===== config.mk =====
export PLATFORM = sky130hd
export DESIGN_NAME = fdc_top
export DESIGN_NICKNAME = d
export VERILOG_FILES = /design/src/fdc_pkg.sv /design/src/host_bus.sv /design/src/sram_ctrl.sv /design/src/step_ctrl.sv /design/src/fdc_top.sv
export VERILOG_INCLUDE_DIRS = /design/src /design/src/include
export SDC_FILE = /design/constraint.sdc
export NUM_CORES = 1
export LEC_CHECK = 0
export BUFFER_PORTS_ARGS = -buffer_cell sky130_fd_sc_hd__buf_2
export CORE_ASPECT_RATIO = 0.7
export CORE_UTILIZATION = 40
export DETAILED_ROUTE_END_ITERATION = 10
export PLACE_DENSITY = 0.59
export SYNTH_ARGS = -nofsm -noshare
export SYNTH_HDL_FRONTEND = slang
export SYNTH_SLANG_ARGS = --single-unit

===== constraint.sdc =====
create_clock -name CLK_MASTER -period 2.4 [get_ports CLK_MASTER]
set_input_delay 0.36 -clock CLK_MASTER [delete_from_list [all_inputs] [get_ports CLK_MASTER]]
set_output_delay 0.36 -clock CLK_MASTER [all_outputs]
set_load 0.01 [all_outputs]

===== src/include/fdc_macros.svh =====
`ifndef FDC_MACROS_SVH
`define FDC_MACROS_SVH

////////////////////////////////////////////////////////////////////////////
// Bus widths
`define FDC_DATA_W              8       // Host and SRAM data
`define FDC_ADDR_W              19      // 512K x 8 SRAM

////////////////////////////////////////////////////////////////////////////
// Register map, low address byte only
`define FDC_REG_ADDR_LOW        8'h00   // SRAM address 7:0
`define FDC_REG_ADDR_HIGH       8'h01   // SRAM address 15:8
`define FDC_REG_ADDR_UPPER      8'h02   // SRAM address 18:16
`define FDC_REG_SRAM_DATA       8'h03   // SRAM data port, auto-increment
`define FDC_REG_DRIVE_CTRL      8'h04   // Drive control, write side
`define FDC_REG_STATUS2         8'h0F
`define FDC_REG_SCRATCH         8'h30   // Bus test scratchpad
`define FDC_REG_SCRATCH_INV     8'h31   // Scratchpad, inverted on read
`define FDC_REG_STEP_RATE       8'hF0   // Step slot period in ticks, minus one
`define FDC_REG_STEP_CMD        8'hFF   // Direction in bit 7, count in 6:0

// Microcode identity, read side of 0x04..0x07
`define FDC_REG_ID_TYPE_L       8'h04
`define FDC_REG_ID_TYPE_H       8'h05
`define FDC_REG_ID_VER_L        8'h06
`define FDC_REG_ID_VER_H        8'h07

////////////////////////////////////////////////////////////////////////////
// Microcode identity values
`define FDC_MCO_TYPE            16'hDD55
`define FDC_MCO_VERSION         16'h001A

// 250us at a 40MHz master clock
`define FDC_TICK_DIV_DEFAULT    10000

`endif


===== src/fdc_pkg.sv =====
`default_nettype none

`include "fdc_macros.svh"

package fdc_pkg;

	// One host or SRAM data byte
	typedef logic [`FDC_DATA_W-1:0] fdc_byte_t;

	// SRAM word address
	typedef logic [`FDC_ADDR_W-1:0] sram_addr_t;

	// Memory write controller
	typedef enum logic [2:0] {
		MWC_IDLE,       // OE on, waiting for a data write
		MWC_OE_OFF,     // Turn the bus around, load data
		MWC_WRITE,      // WE low
		MWC_WRITE_END,  // WE back high
		MWC_INC_ADDR    // Step the address counter
	} mwc_state_t;

	// Head stepper
	typedef enum logic [1:0] {
		STEP_IDLE,
		STEP_PULSE,     // fd_step low for this cycle
		STEP_WAIT       // Between slots
	} step_state_t;

endpackage

`default_nettype wire


===== src/host_bus.sv =====
`timescale 1ns/1ps
`default_nettype none

`include "fdc_macros.svh"

module host_bus import fdc_pkg::*; (
	input  wire logic      CLK_MASTER,
	input  wire logic      rst,
	input  wire fdc_byte_t pmd_in,
	input  wire logic      pmalh,
	input  wire logic      pmall,
	input  wire logic      pmrd,
	input  wire logic      pmwr,
	output fdc_byte_t      pmd_out,
	input  wire fdc_byte_t sram_dq_in,
	input  wire sram_addr_t sram_a,
	input  wire logic      addr_empty,
	input  wire logic      addr_full,
	input  wire logic      stepping,
	input  wire logic      fd_index,
	input  wire logic      fd_track0,
	input  wire logic      fd_wrprot,
	input  wire logic      fd_rdy,
	input  wire logic      fd_dens_in,
	output logic           addr_ld_low,
	output logic           addr_ld_high,
	output logic           addr_ld_upper,
	output logic           data_wr,
	output logic           rd_done,
	output fdc_byte_t      wr_data,
	output fdc_byte_t      drive_control,
	output fdc_byte_t      step_rate,
	output fdc_byte_t      step_cmd_data,
	output logic           step_cmd
);

	localparam logic [15:0] mco_type    = `FDC_MCO_TYPE;
	localparam logic [15:0] mco_version = `FDC_MCO_VERSION;

	logic        wr_meta, wr_sync, wr_last;    // PMWR synchroniser + edge
	logic        rd_meta, rd_sync, rd_last;    // PMRD synchroniser + edge
	logic        wr_pulse, rd_fall;
	fdc_byte_t   addr_hi, addr_lo;
	logic [15:0] host_addr;
	fdc_byte_t   reg_addr;                     // Decoded part of host_addr
	fdc_byte_t   scratch;
	fdc_byte_t   dq_lat;                       // SRAM read data for the host

////////////////////////////////////////////////////////////////////////////
// Strobe synchronisers and address latch

	always_ff @(posedge CLK_MASTER) begin
		if (rst) begin
			{wr_meta, wr_sync, wr_last} <= 3'b000;
			{rd_meta, rd_sync, rd_last} <= 3'b000;
			addr_hi <= '0;
			addr_lo <= '0;
		end else begin
			{wr_meta, wr_sync, wr_last} <= {pmwr, wr_meta, wr_sync};
			{rd_meta, rd_sync, rd_last} <= {pmrd, rd_meta, rd_sync};
			if (pmalh) addr_hi <= pmd_in;
			if (pmall) addr_lo <= pmd_in;
		end
	end

	assign wr_pulse  = wr_sync & ~wr_last;     // Two clocks after PMWR rises
	assign rd_fall   = ~rd_sync & rd_last;     // End of a host read
	assign host_addr = {addr_hi, addr_lo};
	assign reg_addr  = host_addr[7:0];         // High byte ignored

////////////////////////////////////////////////////////////////////////////
// Register writes and strobes to the other blocks

	always_ff @(posedge CLK_MASTER) begin
		if (rst) begin
			drive_control <= '0;                // All FD outputs inactive
			step_rate     <= '0;
			addr_ld_low   <= 1'b0;
			addr_ld_high  <= 1'b0;
			addr_ld_upper <= 1'b0;
			data_wr       <= 1'b0;
			rd_done       <= 1'b0;
			step_cmd      <= 1'b0;
		end else begin
			if (wr_pulse && reg_addr == `FDC_REG_DRIVE_CTRL) drive_control <= pmd_in;
			if (wr_pulse && reg_addr == `FDC_REG_STEP_RATE)  step_rate     <= pmd_in;
			addr_ld_low   <= wr_pulse && (reg_addr == `FDC_REG_ADDR_LOW);
			addr_ld_high  <= wr_pulse && (reg_addr == `FDC_REG_ADDR_HIGH);
			addr_ld_upper <= wr_pulse && (reg_addr == `FDC_REG_ADDR_UPPER);
			data_wr       <= wr_pulse && (reg_addr == `FDC_REG_SRAM_DATA);
			step_cmd      <= wr_pulse && (reg_addr == `FDC_REG_STEP_CMD);
			rd_done       <= rd_fall && (reg_addr == `FDC_REG_SRAM_DATA); // Post-read inc
		end
	end

	// Payload side, aligned with the strobes above
	always_ff @(posedge CLK_MASTER) begin
		if (wr_pulse) wr_data <= pmd_in;
		if (wr_pulse && reg_addr == `FDC_REG_SCRATCH) scratch <= pmd_in;
		if (wr_pulse && reg_addr == `FDC_REG_STEP_CMD) step_cmd_data <= pmd_in;
		// Follow the SRAM until the host read starts, then hold
		if (!rd_sync && reg_addr == `FDC_REG_SRAM_DATA) dq_lat <= sram_dq_in;
	end

////////////////////////////////////////////////////////////////////////////
// Readback multiplexer

	always_comb begin
		case (reg_addr)
			`FDC_REG_ADDR_LOW:    pmd_out = sram_a[7:0];
			`FDC_REG_ADDR_HIGH:   pmd_out = sram_a[15:8];
			`FDC_REG_ADDR_UPPER:  pmd_out = {5'b00000, sram_a[18:16]};
			`FDC_REG_SRAM_DATA:   pmd_out = dq_lat;
			`FDC_REG_ID_TYPE_L:   pmd_out = mco_type[7:0];
			`FDC_REG_ID_TYPE_H:   pmd_out = mco_type[15:8];
			`FDC_REG_ID_VER_L:    pmd_out = mco_version[7:0];
			`FDC_REG_ID_VER_H:    pmd_out = mco_version[15:8];
			`FDC_REG_STATUS2:     pmd_out = {fd_index, fd_track0, fd_wrprot, fd_rdy,
				fd_dens_in, stepping, addr_empty, addr_full};
			`FDC_REG_SCRATCH:     pmd_out = scratch;
			`FDC_REG_SCRATCH_INV: pmd_out = ~scratch;
			default:              pmd_out = '0;
		endcase
	end

	// Host never reads and writes at once
	a_no_rd_wr: assert property (@(posedge CLK_MASTER) disable iff (rst) !(pmwr && pmrd));

endmodule

`default_nettype wire


===== src/sram_ctrl.sv =====
`timescale 1ns/1ps
`default_nettype none

`include "fdc_macros.svh"

module sram_ctrl import fdc_pkg::*; (
	input  wire logic      CLK_MASTER,
	input  wire logic      rst,
	input  wire logic      addr_ld_low,
	input  wire logic      addr_ld_high,
	input  wire logic      addr_ld_upper,
	input  wire logic      data_wr,
	input  wire logic      rd_done,
	input  wire fdc_byte_t wr_data,
	output sram_addr_t     sram_a,
	output fdc_byte_t      sram_dq_out,
	output logic           sram_we_n,
	output logic           sram_oe_n,
	output logic           addr_empty,
	output logic           addr_full
);

	mwc_state_t state;
	logic       addr_inc;                    // From either the MWC or a host read

////////////////////////////////////////////////////////////////////////////
// Memory write controller

	always_ff @(posedge CLK_MASTER) begin
		if (rst) begin
			state     <= MWC_IDLE;
			sram_we_n <= 1'b1;
			sram_oe_n <= 1'b0;                    // SRAM drives the bus at rest
		end else begin
			case (state)
				MWC_IDLE: begin
					sram_we_n <= 1'b1;
					sram_oe_n <= 1'b0;
					if (data_wr) state <= MWC_OE_OFF;
				end
				MWC_OE_OFF: begin
					sram_oe_n <= 1'b1;                // Release bus before driving it
					state     <= MWC_WRITE;
				end
				MWC_WRITE: begin
					sram_we_n <= 1'b0;                // One cycle write pulse
					state     <= MWC_WRITE_END;
				end
				MWC_WRITE_END: begin
					sram_we_n <= 1'b1;
					state     <= MWC_INC_ADDR;
				end
				MWC_INC_ADDR: state <= MWC_IDLE;     // Counter steps on this cycle
				default:      state <= MWC_IDLE;
			endcase
		end
	end

	// Write data is loaded as OE goes inactive
	always_ff @(posedge CLK_MASTER) begin
		if (state == MWC_OE_OFF) sram_dq_out <= wr_data;
	end

////////////////////////////////////////////////////////////////////////////
// Address counter

	assign addr_inc = (state == MWC_INC_ADDR) || rd_done;

	always_ff @(posedge CLK_MASTER) begin
		if (rst) begin
			sram_a <= '0;
		end else if (addr_ld_low) begin
			sram_a[7:0] <= wr_data;
		end else if (addr_ld_high) begin
			sram_a[15:8] <= wr_data;
		end else if (addr_ld_upper) begin
			sram_a[`FDC_ADDR_W-1:16] <= wr_data[`FDC_ADDR_W-17:0];  // Top bits dropped
		end else if (addr_inc) begin
			sram_a <= sram_a + sram_addr_t'(1);  // Wraps past the top
		end
	end

	assign addr_empty = (sram_a == '0);
	assign addr_full  = &sram_a;

	// Bus turned around before any write
	a_we_oe: assert property (@(posedge CLK_MASTER) disable iff (rst)
		!sram_we_n |-> sram_oe_n);

	a_state: assert property (@(posedge CLK_MASTER) disable iff (rst)
		state inside {MWC_IDLE, MWC_OE_OFF, MWC_WRITE, MWC_WRITE_END, MWC_INC_ADDR});

endmodule

`default_nettype wire


===== src/step_ctrl.sv =====
`timescale 1ns/1ps
`default_nettype none

`include "fdc_macros.svh"

module step_ctrl import fdc_pkg::*; #(
	parameter int unsigned TICK_DIV = `FDC_TICK_DIV_DEFAULT
) (
	input  wire logic      CLK_MASTER,
	input  wire logic      rst,
	input  wire fdc_byte_t step_rate,
	input  wire logic      step_cmd,
	input  wire fdc_byte_t step_cmd_data,
	input  wire logic      fd_track0,        // Active low
	output logic           fd_step,
	output logic           fd_dir,
	output logic           stepping
);

	localparam int TICK_W = $clog2(TICK_DIV + 1);

	logic [TICK_W-1:0] tick_cnt;
	logic              tick;                 // One cycle every 250us
	fdc_byte_t         rate_cnt;
	logic              slot;                 // Step opportunity
	step_state_t       state;
	logic [6:0]        steps_left;
	logic              dir_in;               // 1 = towards the spindle

////////////////////////////////////////////////////////////////////////////
// Timebase and step-rate divider

	assign tick = (tick_cnt == TICK_W'(TICK_DIV - 1));
	assign slot = tick && (rate_cnt == step_rate);

	always_ff @(posedge CLK_MASTER) begin
		if (rst) begin
			tick_cnt <= '0;
			rate_cnt <= '0;
		end else begin
			tick_cnt <= tick ? '0 : tick_cnt + 1'b1;
			if (slot) rate_cnt <= '0;
			else if (tick) rate_cnt <= rate_cnt + 1'b1;
		end
	end

////////////////////////////////////////////////////////////////////////////
// Stepper

	always_ff @(posedge CLK_MASTER) begin
		if (rst) begin
			state      <= STEP_IDLE;
			fd_step    <= 1'b1;
			steps_left <= '0;
			dir_in     <= 1'b0;
		end else if (step_cmd) begin
			// New command restarts the stepper
			fd_step    <= 1'b1;
			dir_in     <= step_cmd_data[7];
			steps_left <= step_cmd_data[6:0];
			state      <= (step_cmd_data[6:0] != '0) ? STEP_WAIT : STEP_IDLE;
		end else begin
			case (state)
				STEP_WAIT: begin
					if (!dir_in && !fd_track0) begin
						state <= STEP_IDLE;              // Outward stop at track 0
					end else if (steps_left == '0) begin
						state <= STEP_IDLE;
					end else if (slot) begin
						fd_step <= 1'b0;
						state   <= STEP_PULSE;
					end
				end
				STEP_PULSE: begin
					fd_step    <= 1'b1;
					steps_left <= steps_left - 1'b1;
					state      <= STEP_WAIT;
				end
				default: state <= STEP_IDLE;
			endcase
		end
	end

	assign stepping = (state != STEP_IDLE);
	assign fd_dir   = ~dir_in;               // Drive input is active low

	// Step pulses only inside a command
	a_step_busy: assert property (@(posedge CLK_MASTER) disable iff (rst)
		!fd_step |-> stepping);

endmodule

`default_nettype wire


===== src/fdc_top.sv =====
`timescale 1ns/1ps
`default_nettype none

`include "fdc_macros.svh"

module fdc_top import fdc_pkg::*; #(
	parameter int unsigned TICK_DIV = `FDC_TICK_DIV_DEFAULT
) (
	input  wire logic       CLK_MASTER,
	input  wire logic       rst,
	input  wire fdc_byte_t  pmd_in,
	input  wire logic       pmalh,
	input  wire logic       pmall,
	input  wire logic       pmrd,
	input  wire logic       pmwr,
	output fdc_byte_t       pmd_out,
	output sram_addr_t      sram_a,
	input  wire fdc_byte_t  sram_dq_in,
	output fdc_byte_t       sram_dq_out,     // Valid while sram_oe_n is high
	output logic            sram_we_n,
	output logic            sram_oe_n,
	input  wire logic       fd_index,
	input  wire logic       fd_track0,
	input  wire logic       fd_wrprot,
	input  wire logic       fd_rdy,
	input  wire logic       fd_dens_in,
	input  wire logic       fd_rddata,       // No reader on this board build
	output logic            fd_dens_out,
	output logic            fd_inuse,
	output logic [3:0]      fd_drvsel,
	output logic            fd_moten,
	output logic            fd_sidesel,
	output logic            fd_step,
	output logic            fd_dir,
	output logic            fd_wrdata,
	output logic            fd_wrgate
);

	fdc_byte_t rd_byte, wr_data, drive_control, step_rate, step_cmd_data;
	logic      addr_ld_low, addr_ld_high, addr_ld_upper, data_wr, rd_done;
	logic      addr_empty, addr_full, step_cmd, stepping;

	host_bus u_host_bus (
		.CLK_MASTER, .rst, .pmd_in, .pmalh, .pmall, .pmrd, .pmwr,
		.pmd_out(rd_byte), .sram_dq_in, .sram_a, .addr_empty, .addr_full, .stepping,
		.fd_index, .fd_track0, .fd_wrprot, .fd_rdy, .fd_dens_in,
		.addr_ld_low, .addr_ld_high, .addr_ld_upper, .data_wr, .rd_done, .wr_data,
		.drive_control, .step_rate, .step_cmd_data, .step_cmd
	);

	sram_ctrl u_sram_ctrl (
		.CLK_MASTER, .rst, .addr_ld_low, .addr_ld_high, .addr_ld_upper, .data_wr,
		.rd_done, .wr_data, .sram_a, .sram_dq_out, .sram_we_n, .sram_oe_n,
		.addr_empty, .addr_full
	);

	step_ctrl #(.TICK_DIV(TICK_DIV)) u_step_ctrl (
		.CLK_MASTER, .rst, .step_rate, .step_cmd, .step_cmd_data, .fd_track0,
		.fd_step, .fd_dir, .stepping
	);

	assign pmd_out = pmrd ? rd_byte : '0;    // Host bus driven only during reads

	// Drive control pins are active low
	assign fd_dens_out = ~drive_control[0];
	assign fd_inuse    = ~drive_control[1];
	assign fd_drvsel   = ~drive_control[5:2];
	assign fd_moten    = ~drive_control[6];
	assign fd_sidesel  = ~drive_control[7];
	assign fd_wrdata   = 1'b1;               // Writer absent, held inactive
	assign fd_wrgate   = 1'b1;

endmodule

`default_nettype wire


; ---- Word-level counts from Yosys, hierarchy flattened
; Cells that the tools add are included.
[totals]
reg_bits = 133
[classes]
addsub = 4
n_eq_ne = 27
mux = 24
n_bitwise = 13
reduce_logical = 38
[op_table]
columns = op, n
row1 = $pmux W8 S10, 1
row2 = $mux W8, 4
row3 = $eq A8 B3 Y1 const B, 3
row4 = $add A19 B1 Y19 const B, 1
row5 = $logic_not A19 Y1, 1
row6 = $mux W19, 1
row7 = $reduce_and A19 Y1, 1
row8 = $eq A8 B2 Y1 const B, 2
row9 = $eq A8 B6 Y1 const B, 2
row10 = $eq A8 B8 Y1 const B, 2
row11 = $mux W16, 1
row12 = $reduce_bool A2 Y1, 8
row13 = $add A14 B1 Y14 const B, 1
row14 = $eq A14 B14 Y1 const B, 1
row15 = $mux W7, 2
row16 = $logic_and A1 B1 Y1, 12
row17 = $pmux W3 S4, 1
row18 = $mux W2, 5
row19 = $not A1 Y1, 9
row20 = $reduce_and A3 Y1, 3
row21 = $add A8 B1 Y8 const B, 1
row22 = $eq A8 B1 Y1 const B, 1
row23 = $eq A8 B4 Y1 const B, 1
row24 = $eq A8 B8 Y1, 1
row25 = other kinds (24), 41

; ---- Longest topological paths before layout
; Gate-level depths: netlist of run 1.
[depth]
ltp_word = 7
mapped_depth = 8
mapped_depth_nobuf = 7

; ---- By module
; Synthesis of run 1 repeated with hierarchy kept, for this count alone.
[hier_totals]
hier_cells = 665
area_unflattened_um2 = 6518.8
[by_module_without_submodules]
columns = module, instances, cells_per_inst, area_per_inst_um2, seq_area_each_um2
row1 = host_bus, 1, 236, 2860.2, 1681.6
row2 = step_ctrl, 1, 210, 1824.2, 660.6
row3 = sram_ctrl, 1, 200, 1735.4, 720.7
row4 = fdc_top, 1, 19, 98.8, 0.0

; ---- Least setup slack after synthesis of run 1
; No wires, ideal clock.
[synth_timing]
path_kind = register to register
start = register u_host_bus.addr_lo[4]
end = register u_host_bus.dq_lat[0], enable pin
setup_ns = 0.373
t_arrival_ns = 1.967
required_ns = 2.027
slack_ns = 0.060
path_stages_with_launch = 7
path_buffers = 2
period_less_slack_ns = 2.340
path_cell_list = dfxtp_1 or4_1 clkbuf_1 nor3_1 clkbuf_1 nand3_1 nor2_1
[synth_via]
elab_chain_len = 2
[synth_rtl]
columns = item, line
row1 = from (decl), host_bus.sv:43  ; fdc_byte_t addr_hi, addr_lo;
row2 = from (signal assigned), host_bus.sv:62  ; if (pmall) addr_lo <= pmd_in;
row3 = $eq A8 B2 Y1 (no line), -
row4 = $logic_and A1 B1 Y1 (no line), -
row5 = to (signal assigned), host_bus.sv:102  ; if (!rd_sync && reg_addr == `FDC_REG_SRAM_DATA) dq_lat <= sram_dq_in;
row6 = to (decl), host_bus.sv:47  ; fdc_byte_t dq_lat;
; Every way passes these cells.
; A chain may end at the register's enable or synchronous reset.

; ---- Final worst setup path of run 1
[layout_timing]
start = register u_host_bus.addr_lo[5]
end = output port pmd_out[3]
[layout_via]
elab_chain_len = 3
elab_cells_between_ends = 12
classes_between = 9 x eq/ne / 2 x mux / 1 x reduce/logical
[layout_rtl]
columns = item, line
row1 = $eq A8 B6 Y1 (tied with other cells), host_bus.sv:109  ; case (reg_addr)
row2 = $pmux W8 S10 (*), host_bus.sv:109
row3 = $mux W8 (*), fdc_top.sv:62  ; assign pmd_out = pmrd ? rd_byte : '0;
row4 = to (decl), fdc_top.sv:16  ; output fdc_byte_t pmd_out,
; Every way passes the cells marked *; elsewhere a longest branch is shown, timed or not.

==> results of run 1 <==
==> worst min path at each step <==
stage | cells past startpoint | to | slack (ns) | start
floorplan | 1 | u_host_bus.data_wr$_SDFF_PP0_ | 0.40 | u_host_bus.wr_last$_SDFF_PP0_
global placement | 1 | u_step_ctrl.tick_cnt[0]$_SDFF_PP0_ | 0.42 | u_step_ctrl.tick_cnt[0]$_SDFF_PP0_
detailed placement | 1 | u_host_bus.rd_sync$_SDFF_PP0_ | 0.43 | u_host_bus.rd_meta$_SDFF_PP0_
CTS | 1 | u_host_bus.dq_lat[5]$_DFFE_PP_ | 0.10 | sram_dq_in[5]
global route | 1 | u_host_bus.dq_lat[7]$_DFFE_PP_ | 0.11 | sram_dq_in[7]
finish | 1 | u_host_bus.dq_lat[5]$_DFFE_PP_ | 0.12 | sram_dq_in[5]
==> through the flow <==
step                instances  utilization [%]  cell area, µm²  setup WS [ns]
floorplan                 652                -            6280         0.0601
global placement          920             46.9            7040         0.0898
detailed placement        920             46.9            7040         0.0490
CTS                       957             51.1            7670         -0.184
global route              958             51.4            7700         -0.254
finish                    958             51.4            7700         -0.141
==> area by class of cell <==
cell class / count / area share [%]
sequential: 133 / 39.8
inverter: 29 / 1.41
tap: 195 / 3.17
multi-input combinational: 454 / 39.0
clock inverter: 14 / 1.66
timing repair buffer: 115 / 9.24
clock buffer: 18 / 5.70
==> timing repair <==
item | in CTS | in global routing
resized for setup | 10 | 5
setup buffers | 5 | 1
endpoints found under the setup margin | 8 | 9
pin swaps | 4 | 3
==> logic make-up (layout without fill, tap and decap cells) <==
family | Yosys count | count (layout) | share of synthesized area (%)
AOI/OAI and AO/OA | 119 | 119 | 12.8
xor gates and xnor gates | 38 | 38 | 5.30
adders and majority gates | 9 | 9 | 1.79
buffers and inverters | 65 | 176 | 4.13
DFF | 133 | 133 | 48.8
muxes | 40 | 40 | 6.84
other | 1 | 2 | 0.0598
and+or+nand+nor | 246 | 246 | 20.3
==> flip-flops by register name, indices dropped and copies added, names as in the netlist, 2 cells and up <==
name	flops
u_sram_ctrl.sram_dq_out	8
u_host_bus.wr_data	8
u_sram_ctrl.sram_a	19
u_host_bus.step_rate	8
u_step_ctrl.state	2
u_step_ctrl.rate_cnt	8
u_host_bus.step_cmd_data	8
u_host_bus.addr_lo	8
u_sram_ctrl.state	3
u_host_bus.scratch	8
u_step_ctrl.steps_left	7
u_step_ctrl.tick_cnt	14
u_host_bus.dq_lat	8
u_host_bus.drive_control	8
==> layer usage <==
metal | vias to the layer above | global-route usage, % | share of wire [%]
li1 | 2542 | - | -
met1 | 2581 | 32.3 | 48
met2 | 194 | 32.1 | 43
met3 | 16 | 5.40 | 7.5
met4 | 0 | 6.36 | 0.88
met5 | - | 0 | 0
==> power groups by stage <==
stage | Clock, mW | Sequential (mW) | Combinational, mW
after CTS | 2.52 | 2.37 | 0.297
after floorplan | 0 | 2.41 | 0.154
after global routing | 2.62 | 2.37 | 0.332
final | 2.47 | 2.37 | 0.307
after detailed placement | 0 | 2.42 | 0.276
after global placement | 0 | 2.42 | 0.270
==> layout by cell type (no fill, tap or decap), types with 12 or more instances in the layout <==
| cell | count |
|---|---|
| sky130_fd_sc_hd__a21oi_1 | 32 |
| sky130_fd_sc_hd__buf_2 | 72 |
| sky130_fd_sc_hd__buf_4 | 40 |
| sky130_fd_sc_hd__clkbuf_16 | 17 |
| sky130_fd_sc_hd__dfxtp_1 | 89 |
| sky130_fd_sc_hd__edfxtp_1 | 40 |
| sky130_fd_sc_hd__inv_1 | 29 |
| sky130_fd_sc_hd__mux2i_1 | 35 |
| sky130_fd_sc_hd__nand2_1 | 37 |
| sky130_fd_sc_hd__nand3_1 | 15 |
| sky130_fd_sc_hd__nand4_1 | 16 |
| sky130_fd_sc_hd__nor2_1 | 84 |
| sky130_fd_sc_hd__nor2b_1 | 12 |
| sky130_fd_sc_hd__nor3_1 | 16 |
| sky130_fd_sc_hd__nor4_1 | 14 |
| sky130_fd_sc_hd__o21ai_0 | 15 |
| sky130_fd_sc_hd__xnor2_1 | 28 |
==> results by stage, run 1 <==
GRT:
- The initial antenna violation count is 0.
- For this run the aggregate overflow at the end of global routing stands at 0.
- The via count of the first global-routing pass is 5196.
- The pin count of the biggest net entering global routing is 72.
- Global routing consumed, over all layers together, 22.1% of the routing resources.
- The first global-routing pass estimated 27.3 mm of wire.

Synthesis:
- The sequential element share of the synthesized area is 48.8%.
- The cell with the most instances after synthesis is sky130_fd_sc_hd__dfxtp_1.
- The share of async-settable or async-resettable flops after synthesis is 0%.
- The area share of the largest cell type after synthesis is 29.7%.
- The mean cell area of the mapped netlist is 9.64 µm².
- The distinct cell type count after synthesis is 68.
- The leading area contributor after synthesis is sky130_fd_sc_hd__dfxtp_1.
- Synthesis inferred 133 register bits.
- Counting flops with a built-in enable in the synthesized netlist gives 40.
- The instance count of the mapped netlist is 651.
- Sorting the synthesized cells by area gives the leading types as sky130_fd_sc_hd__dfxtp_1, sky130_fd_sc_hd__edfxtp_1, sky130_fd_sc_hd__mux2i_1.
- The Yosys step of the flow raised 0 warnings.
- The synthesized netlist occupies a cell area of 6270 µm².
- Counting instances in the post-synthesis netlist gives the leading cell types as sky130_fd_sc_hd__dfxtp_1, sky130_fd_sc_hd__nor2_1, sky130_fd_sc_hd__edfxtp_1.
- The leading register cell type out of synthesis is sky130_fd_sc_hd__dfxtp_1.

Timing:
- The normalized max-slew margin is 52.7%.
- The timing-limited maximum frequency is 394 MHz.
- The post-route setup TNS is -0.924 ns.
- The final period demand of the worst path is 2.54 ns.
- Setup repair after global routing could not meet its margin everywhere.
- For the pin with the worst max-slew slack, the measured transition is 0.705 ns.
- The total count of max-transition violations in the final report is 0.
- The worst path uses 106% of the clock period.
- The final-report setup violation count is 8.
- On the final layout, the worst clock skew is 0.0123 ns.
- The minimum hold slack is 0.119 ns.
- In the post-route analysis, the smallest setup slack over all paths is -0.141 ns.
- The hold violation count in the final report is 0.

Place:
- The global placement routability congestion is 0.897.
- Input and output buffers added on the ports amount to 72.
- The post-detailed-placement half-perimeter wirelength is 12.1 mm.

Critical path:
- In this design, the largest share of critical-path delay is due to simple AND/OR/NAND/NOR gates.
- The maximum fanout along the worst path is 7.
- The critical path starts at u_host_bus.addr_lo[5]$_SDFFE_PP0P_.
- The source of the worst register-to-register timing path is u_step_ctrl.tick_cnt[7]$_SDFF_PP0_.
- The critical path goes through or4_4 -> nor2_1 -> buf_4 -> nand2_1 -> a21o_1 -> a31oi_1 -> buf_2.
- By startpoint and endpoint, the worst setup path is classified as register to output pin.
- The number of buffers and inverters on the critical path is 2.
- STA classifies the critical path startpoint as a register.
- On the worst path, the slowest cell contributes a delay of 0.60 ns.
- The number of cells on the worst reg-to-reg path is 5.
- The capture point of the critical path is pmd_out[3].
- The capture point of the worst reg-to-reg path is u_step_ctrl.rate_cnt[5]$_SDFFE_PP0P_.
- For the worst setup path, the data arrival time is 2.18 ns.
- The required time reported for the critical path endpoint is 2.04 ns.
- The element type at the critical path end is an output pin.
- In this run the register-to-register setup slack is 0.15 ns.
- The logic depth of the worst setup path including buffers is 7.
- Among all stages on the critical path, the largest delay is contributed by sky130_fd_sc_hd__or4_4.

Drt:
- In the routed design, unresolved DRC markers number 0.
- The count of antenna-violating nets left after detailed routing is 0.
- The total wirelength of the detailed-routed design is 17.0 mm.
- The count of vias placed by the detailed router is 5333.
- For this run, the detailed router's first-pass iteration total came to 6.
- The number of DRC violations after detailed-routing iteration 0 is 442.
- Using the TritonRoute via totals, the vias-per-cell ratio works out to 5.57.
- In the final routed layout, each cell accounts on average for 17.7 µm.

Floorplan:
- The die is 152 µm wide.
- The die covers 16200 µm².
- The region available for standard cell placement spans 15000 µm².
- The number of placed I/O pins is 77.
- Measured along the y axis, the die boundary spans 107 µm.
- Once the floorplan was initialized, standard cells occupied 41.8% of the core.
- The number of placement rows is 37.

Clocking:
- At the later pin of the worst-skew pair, clock insertion delay measures 0.41 ns.
- The tree is rooted in a sky130_fd_sc_hd__clkbuf_16.
- Clock-pin slew was measured on the worst setup and hold paths at 0.06 ns.
- The number of clock buffers added by TritonCTS is 17.
- The H-tree level count is 4.
- The TritonCTS clock tree is built.
- The number of sinks on the clock net is 133.
- No sink is reached through more buffers than the 2 on the longest clock path.
- After clock tree synthesis, the flow added hold-fix buffers numbering 0.

Run:
- Max-cap violations in this run came to 0.

Final layout:
- The number of nets in the finished design is 787.
- The sequential standard cell area is 3070 µm².
- The ratio of cells with drive above 1 in the final layout is 23.3%.
- The filler cells instantiated in the layout total 1427.
- From synthesis to final layout, the design area changed by 22.8%.
- The multi-input combinational cell area is 3010 µm².
- The repair_antennas step left the layout with diodes totalling 0.

Power and ir drop:
- The maximum vdd ir drop is 0.456 mV.
- For this design the total switching power over the nets is 1.22 mW.
- Dividing total power by cell area gives a power density of 669 nW/µm².
- The combinational share of power is 6.0%.
- The clock network power share is 48.0%.
- The internal portion of the total power is 3.93 mW.
- After layout, the design draws a total of 5.15 mW.
- The leakage dissipation is 2.86 nW.
- The switching share of power is 23.7%.
- The share of power burned in registers is 46.0%.

Status:
- The flow ran to the end, but the final reports show violations.
- The checks that failed: negative setup slack.

Worst hold path:
- The class of the most critical hold timing path is primary input to register.
Power figures use the tool's default switching activity.
==> run 2, diff against run 1 <==
CORE_ASPECT_RATIO = not set   (was 0.7)
==> results by stage, run 2 (synthesized netlist as in run 1, its figures left out) <==
Floorplan:
- The initial utilization of the core area, before any placement, comes to 41.1%.
- The area of the die is 16200 µm².
- In this run the count of I/O pins placed on the die edge is 77.
- The floorplan die width is 127 µm.
- The number of placement rows is 45.
- After floorplanning, the core was sized to cover 15300 µm².
- Measured along the y axis, the die boundary spans 127 µm.

Clocking:
- The clock-pin slew of the registers on the worst-case setup and hold paths is 0.06 ns.
- The CTS root buffer is sky130_fd_sc_hd__clkbuf_16.
- The number of sinks on the clock net is 133.
- No sink is reached through more buffers than the 2 on the longest clock path.
- TritonCTS built the clock tree.
- The number of hold buffers added after CTS is 0.
- The clock tree synthesis step divided the H-tree into 4 levels.
- The clock reaches the later pin of the worst-skew pair after 0.41 ns.
- The clock buffer count from CTS is 17.

Critical path:
- The kind of launch point of the worst setup path is a register.
- The capture point of the critical path is pmd_out[4].
- The critical path arrival is 2.16 ns.
- Walking the worst path, the cells encountered are or4_4 -> nor3_4 -> buf_6 -> o2bb2ai_1 -> a21oi_1 -> a21oi_2 -> buf_2.
- For the worst setup path, the data required time is 2.04 ns.
- The critical path's largest stage delay is 0.60 ns.
- The critical path start-end classification is register to output pin.
- In this run the worst path has a maximum fanout of 7.
- In this run the critical register-to-register path is launched from u_step_ctrl.tick_cnt[7]$_SDFF_PP0_.
- The worst reg-to-reg setup slack is 0.17 ns.
- In this run the critical register-to-register path is captured at u_step_ctrl.state[0]$_SDFFE_PP0P_.
- The critical path starts at u_host_bus.addr_lo[5]$_SDFFE_PP0P_.
- The critical-path cell with the highest stage delay is sky130_fd_sc_hd__or4_4.
- STA classifies the critical path endpoint as an output pin.
- Counting cells, the worst reg-to-reg path comes to 5.

Drt:
- The total wirelength of the detailed-routed design is 16.7 mm.
- In this run the remaining antenna-violating nets after routing total 0.
- The count of vias placed by the detailed router is 5305.
- After detailed routing, the average wire length per cell comes to 17.1 µm.
- The via density per instance is 5.44.
- After detailed routing, the number of remaining DRC violations is 0.
- The detailed router finished its first iteration with 286 violations.
- The first detailed-routing pass took 6 iterations.

Final layout:
- 0 antenna diodes ended up in the layout.
- In the final layout, the registers with the most flip-flops are u_sram_ctrl.sram_a (19), u_step_ctrl.tick_cnt (14).
- The register with the most flip-flops in the final layout is u_sram_ctrl.sram_a.
- The count of fill cells added during filler insertion is 1395.
- With fillers left out, the area of the finished cells amounts to 7800 µm².
- For this run, the post-layout net count is 789.
- In the layout the commonest cells are sky130_fd_sc_hd__dfxtp_1, sky130_fd_sc_hd__nor2_1, sky130_fd_sc_hd__buf_2, sky130_fd_sc_hd__buf_4, sky130_fd_sc_hd__edfxtp_1.
- The finished layout holds 976 standard cells, fillers aside.
- The ratio of cells with drive above 1 in the final layout is 23.8%.
- The area added between synthesis and finish is 24.3%.
- The most common cell after layout, fill and taps aside is sky130_fd_sc_hd__dfxtp_1.
- The flip-flop count of the largest register, all copies and words added is 19.

GRT:
- For this run the aggregate overflow at the end of global routing stands at 0.
- The initial antenna violation count was 0.
- Entering global routing, the biggest net connects 36 pins.
- For this run, the total global-route usage over all layers was measured as 21.3%.
- The via count of the first global-routing pass came to 5011.
- The wire length of the first global-routing pass is 26.5 mm.

Timing:
- The total count of max-transition violations in the final report is 0.
- The final period demand of the worst path is 2.52 ns.
- The actual slew at the worst max-slew pin is 0.769 ns.
- The portion of the clock cycle consumed by the worst path in the final layout is 105%.
- Derived from the worst setup path, the maximum achievable clock frequency is 396 MHz.
- The hold violation count in the final report was 0.
- The post-route worst setup slack is -0.122 ns.
- Setup repair after global routing could not meet its margin everywhere.
- In this run the tightest slew margin relative to its limit is 48.7%.
- Between clock sinks in the finished design, the worst skew comes to 0.00991 ns.
- Setup violations remaining at the end of the flow were counted as 7.

Place:
- During placement, the flow inserted port buffers numbering 72.
- Routability-driven placement finished with a final weighted congestion of 0.876.
- Once detailed placement completed, the half-perimeter wirelength came to 11.5 mm.
- The pre-CTS setup slack is 0.0316 ns.
- The cell total after placement is 932.
- After detailed placement, the total cell area comes to 7030 µm².

Power and ir drop:
- In this run the power density over the cells is 669 nW/µm².
- The leakage dissipation is 2.89 nW.
- The overall power consumption is 5.21 mW.
- IR analysis of the VDD net gives a maximum drop of 0.535 mV.

Status:
- The checks that failed: negative setup slack.
- The flow ran to the end, but the final reports show violations.

Run:
- The tool flagged a number of max-cap violations equal to 0.

Worst hold path:
- The class of the most critical hold timing path is primary input to register.
run 2: cell count changes in the layout (fill, tap and decap cells not counted), moves of 2 or more:
cell,previous run,this run
sky130_fd_sc_hd__a21oi_1,32,30
sky130_fd_sc_hd__clkbuf_1,0,2
sky130_fd_sc_hd__clkinv_4,5,2
sky130_fd_sc_hd__clkinvlp_4,2,0
sky130_fd_sc_hd__inv_6,2,6
run 2: layer usage:
metal / part of all wire [%] / vias up / track usage (%)
met5: 0 / - / 0
li1: - / 2547 / -
met3: 5.8 / 29 / 4.98
met4: 2.2 / 0 / 8.61
met2: 46 / 189 / 34.9
met1: 45 / 2540 / 27.2
run 2: worst min path at each step:
| stage | from | end | slack [ns] | cells past startpoint |
|---|---|---|---|---|
| 2_1_floorplan | u_host_bus.wr_last$_SDFF_PP0_ | u_host_bus.data_wr$_SDFF_PP0_ | 0.40 | 1 |
| 3_3_place_gp | u_host_bus.rd_meta$_SDFF_PP0_ | u_host_bus.rd_sync$_SDFF_PP0_ | 0.42 | 1 |
| 3_5_place_dp | u_host_bus.wr_meta$_SDFF_PP0_ | u_host_bus.wr_sync$_SDFF_PP0_ | 0.43 | 1 |
| 4_1_cts | sram_dq_in[6] | u_host_bus.dq_lat[6]$_DFFE_PP_ | 0.10 | 1 |
| 5_1_grt | sram_dq_in[6] | u_host_bus.dq_lat[6]$_DFFE_PP_ | 0.11 | 1 |
| 6_report | sram_dq_in[7] | u_host_bus.dq_lat[7]$_DFFE_PP_ | 0.12 | 1 |
run 2: cell type report:
| cell class | count | area, µm² | share of cell area [%] |
|---|---|---|---|
| multi-input cells | 454 | 3050 | 39.2 |
| well taps | 211 | 264 | 3.39 |
| flip-flops and latches | 133 | 3070 | 39.3 |
| repair buffers | 117 | 731 | 9.37 |
| clock buffers | 20 | 458 | 5.87 |
| clock inverters | 12 | 115 | 1.48 |
| inverters | 29 | 109 | 1.40 |
run 2: worst max-delay path, delay by kind of cell, from the launching register on:
family / cells / cell delay (ns)
AO/OA/AOI/OAI: 3 / 0.36
buffers and inverters: 2 / 0.29
flip-flops: 1 / 0.32
AND/OR/NAND/NOR: 2 / 0.77
run 2: where the power goes:
group | internal (mW) | switching (mW)
sequential | 2.34 | 0.0302
clock | 1.50 | 1.01
combinational | 0.138 | 0.186
run 2: what timing repair did:
action / in CTS / in global routing
endpoints found under the hold margin: 0 / 0
cloned: 1 / 0
resized for setup: 19 / 7
setup buffers: 7 / 4
endpoints found under the setup margin: 8 / 8
pin swaps: 2 / 8
run 2: stage by stage:
stage / utilization, % / setup TNS [ns] / hold WS (ns)
finish: 51.1 / -0.699 / 0.124
global route: 51.1 / -1.45 / 0.106
detailed placement: 46.0 / 0 / 0.433
CTS: 50.7 / -0.863 / 0.104
floorplan: - / 0 / 0.403
global placement: 46.0 / 0 / 0.416
==> run 3, diff against run 2 <==
SYNTH_HIERARCHICAL = 1   (was not set)
==> results by stage, run 3 <==
Timing:
- The total count of max-transition violations in the final report is 0.
- After routing, the total negative slack on setup checks comes to -1.15 ns.
- At the pin with the least slew margin, the transition time is 0.561 ns.
- For this run, the top clock speed supported by timing is 384 MHz.
- Setup violations remaining at the end of the flow were counted as 8.
- Setup repair after global routing could not meet its margin everywhere.
- Across all setup checks in the final design, the least slack found is -0.203 ns.
- The hold violation count in the final report is 0.
- The final period demand of the worst path is 2.60 ns.
- Clock skew on the completed layout was measured at 0.00601 ns.
- Headroom to the max-slew limit came out at 62.3%.
- Dividing the final minimum period by the clock period gives 108%.

Critical path:
- Data arrives at the worst endpoint at 2.24 ns.
- The worst setup path is launched from a register.
- The critical path start-end classification is register to output pin.
- Data on the critical path is required at its endpoint by 2.04 ns.
- STA classifies the critical path endpoint as an output pin.
- Of all nets on the critical path, the largest fanout is 8.

Power and ir drop:
- The internal portion of the total power is 4.17 mW.
- The power per unit of standard cell area is 658 nW/µm².
- The clock network burns 50.4% of the power.
- The share of power burned in registers is 44.2%.
- In this run, the combinational gates consume 5.4% of the power.
- The switching share of power is 21.9%.
- IR analysis of the VDD net gives a maximum drop of 0.577 mV.
- The analysis attributes to cell leakage a power of 3.22 nW.
- The net switching power of the design is 1.17 mW.

Final layout:
- The flip-flop count of the largest register, all copies and words added is 19.
- From synthesis to final layout, the design area changed by 24.6%.
- The largest register by flop count is u_sram_ctrl/sram_a.
- The post-route netlist has 25.6% of its cells at a drive strength greater than 1.
- The number of nets in the finished design is 812.
- The count of fill cells added during filler insertion is 1449.
- The number of antenna diodes is 0.
- Leaving out fill and tap cells, the most frequent cells in the layout are sky130_fd_sc_hd__nor2_1, sky130_fd_sc_hd__dfxtp_1, sky130_fd_sc_hd__buf_2, sky130_fd_sc_hd__buf_4, sky130_fd_sc_hd__edfxtp_1.
- For this run, the share of the core covered by cells in the final layout is 51.2%.
- In the final layout, the registers with the most flip-flops are u_sram_ctrl/sram_a (19), u_step_ctrl/tick_cnt (14).

Clocking:
- The longest clock path from root to sink contains 2 buffers.
- For this design, the sink count on the clock tree is 133.
- The clock latency of the later-clocked register in the worst-skew pair is 0.42 ns.
- Clock-pin slew was measured on the worst setup and hold paths at 0.06 ns.
- The clock buffer count from CTS is 17.
- TritonCTS built the clock tree.
- The CTS root buffer is sky130_fd_sc_hd__clkbuf_16.
- The H-tree was split into 4 levels.

Drt:
- The count of vias placed by the detailed router is 5544.
- The final layout contains routed wiring with a total length of 17.7 mm.
- After detailed routing, the average wire length per cell comes to 17.7 µm.
- The number of DRC violations after detailed-routing iteration 0 is 555.
- The total DRC errors in the routed layout is 0.
- The iteration count of the initial detailed-routing pass is 5.
- Dividing the detail-routed via count by the number of cells gives 5.52.
- The count of antenna-violating nets left after detailed routing is 0.

Synthesis:
- Of the post-synthesis cell area, the dominant cell type holds 28.6%.
- The leading register cell type out of synthesis is sky130_fd_sc_hd__dfxtp_1.
- The distinct cell type count after synthesis is 86.
- In the synthesized netlist, the cells that appear most often are sky130_fd_sc_hd__dfxtp_1, sky130_fd_sc_hd__nor2_1, sky130_fd_sc_hd__edfxtp_1.
- The leading area contributor after synthesis is sky130_fd_sc_hd__dfxtp_1.
- During synthesis, Yosys emitted a total of 6 warnings.
- The share of async-settable or async-resettable flops after synthesis is 0%.
- In the post-synthesis netlist, the biggest area contributors are sky130_fd_sc_hd__dfxtp_1, sky130_fd_sc_hd__edfxtp_1, sky130_fd_sc_hd__nor2_1.
- The cell with the most instances after synthesis is sky130_fd_sc_hd__dfxtp_1.
- The flip-flop and latch count after synthesis is 133.
- The number of enable-type register cells in the synthesized netlist is 40.
- In this run the mean area of a mapped cell was 9.80 µm².
- The synthesized netlist occupies a cell area of 6520 µm².
- Of the synthesized area, sequential elements account for 47.0%.
- The instance count of the mapped netlist is 665.

Status:
- The final reports fail on negative setup slack.
- The flow ran to the end, but the final reports show violations.

GRT:
- Entering global routing, the biggest net connects 32 pins.
- The wire length of the first global-routing pass is 27.6 mm.
- The initial antenna violation count is 0.
- The overall global routing resource usage is 21.8%.
- The via count of the first global-routing pass came to 5229.
- The overall overflow remaining after global route is 0.

Run:
- The number of max-cap violations is 0.

Floorplan:
- The core region is 15900 µm².
- The die is 130 µm tall.
- The number of placed I/O pins is 77.
- The floorplan die width is 130 µm.
- For this configuration, the core starts out at a cell density of 41.0%.
- In this run the core area contains 46 standard-cell rows.
- The area of the die is 16800 µm².

Place:
- The global placement routability congestion is 0.897.
- The post-detailed-placement half-perimeter wirelength is 12.6 mm.
- In this run the tool buffered the top-level ports with 72 buffer cells.

Worst hold path:
- The class of the most critical hold timing path is primary input to register.
==> run 3: kinds of logic (layout without fill, tap and decap cells) <==
family	Yosys count	count (layout)	share of synthesized area (%)
AO/OA/AOI/OAI	111	111	12.3
XOR/XNOR	37	37	4.97
adder cells (fa/ha/maj)	8	8	1.54
buffers and inverters	70	193	5.09
flip-flops	133	133	47.0
multiplexers	36	36	5.60
other	1	2	0.0575
AND/OR/NAND/NOR	269	269	23.5
==> run 3: cell type report <==
type | instances | area [µm²] | area share [%]
clock buffer | 17 | 425 | 5.24
clock inverter | 15 | 185 | 2.28
inverter | 32 | 123 | 1.51
multi-input combinational | 463 | 3240 | 39.9
sequential | 133 | 3080 | 37.9
tap | 216 | 270 | 3.33
timing repair buffer | 129 | 805 | 9.90
==> run 3: critical path: stages, from the launching register on <==
cell	delay [ns]
sky130_fd_sc_hd__dfxtp_2	0.33
sky130_fd_sc_hd__or4_4	0.57
sky130_fd_sc_hd__nor3_4	0.24
sky130_fd_sc_hd__buf_12	0.14
sky130_fd_sc_hd__nand3_1	0.08
sky130_fd_sc_hd__o221ai_1	0.07
sky130_fd_sc_hd__and2_1	0.23
sky130_fd_sc_hd__buf_2	0.16
==> run 3: power by group through the flow <==
stage	registers (mW)	clock network (mW)	logic [mW]
6_report	2.36	2.70	0.289
5_1_grt	2.36	2.84	0.312
4_1_cts	2.37	2.73	0.282
3_5_place_dp	2.41	0	0.262
3_3_place_gp	2.41	0	0.257
2_1_floorplan	2.40	0	0.155
==> run 3: path summary, 6_finish.rpt <==
check	cells past startpoint	slack (ns)	from	endpoint
worst max-delay path	7	-0.20	u_host_bus/addr_lo[2]$_SDFFE_PP0P_	pmd_out[2]
worst min-delay path	1	0.12	sram_dq_in[3]	u_host_bus/dq_lat[3]$_DFFE_PP_
worst max register to register	13	0.03	u_sram_ctrl/sram_a[1]$_SDFFE_PP0P_	u_sram_ctrl/sram_a[12]$_SDFFE_PP0P_
worst min register to register	1	0.44	u_host_bus/rd_meta$_SDFF_PP0_	u_host_bus/rd_sync$_SDFF_PP0_
==> run 3: routing by layer <==
| layer | share of wire (%) | global-route usage (%) |
|---|---|---|
| met5 | 0 | 0 |
| met2 | 47 | 34.9 |
| met4 | 2.1 | 8.62 |
| met1 | 45 | 28.5 |
| met3 | 5.7 | 4.83 |
==> run 3: what timing repair did <==
| item | 4_1_cts | 5_1_grt |
|---|---|---|
| hold buffers | 0 | 0 |
| endpoints found under the setup margin | 8 | 13 |
| resized for setup | 24 | 11 |
| setup buffers | 10 | 2 |
| pin swaps | 12 | 9 |
==> run 3: stage by stage <==
step | cells | hold WS (ns) | cell area (µm²) | total power [mW] | setup slack (ns)
6_report | 1005 | 0.115 | 8130 | 5.35 | -0.203
3_3_place_gp | 963 | 0.418 | 7290 | 2.67 | 0.117
3_5_place_dp | 963 | 0.437 | 7290 | 2.68 | 0.0691
4_1_cts | 1005 | 0.101 | 8070 | 5.38 | -0.200
5_1_grt | 1005 | 0.0972 | 8130 | 5.52 | -0.277
2_1_floorplan | 666 | 0.414 | 6520 | 2.56 | 0.110
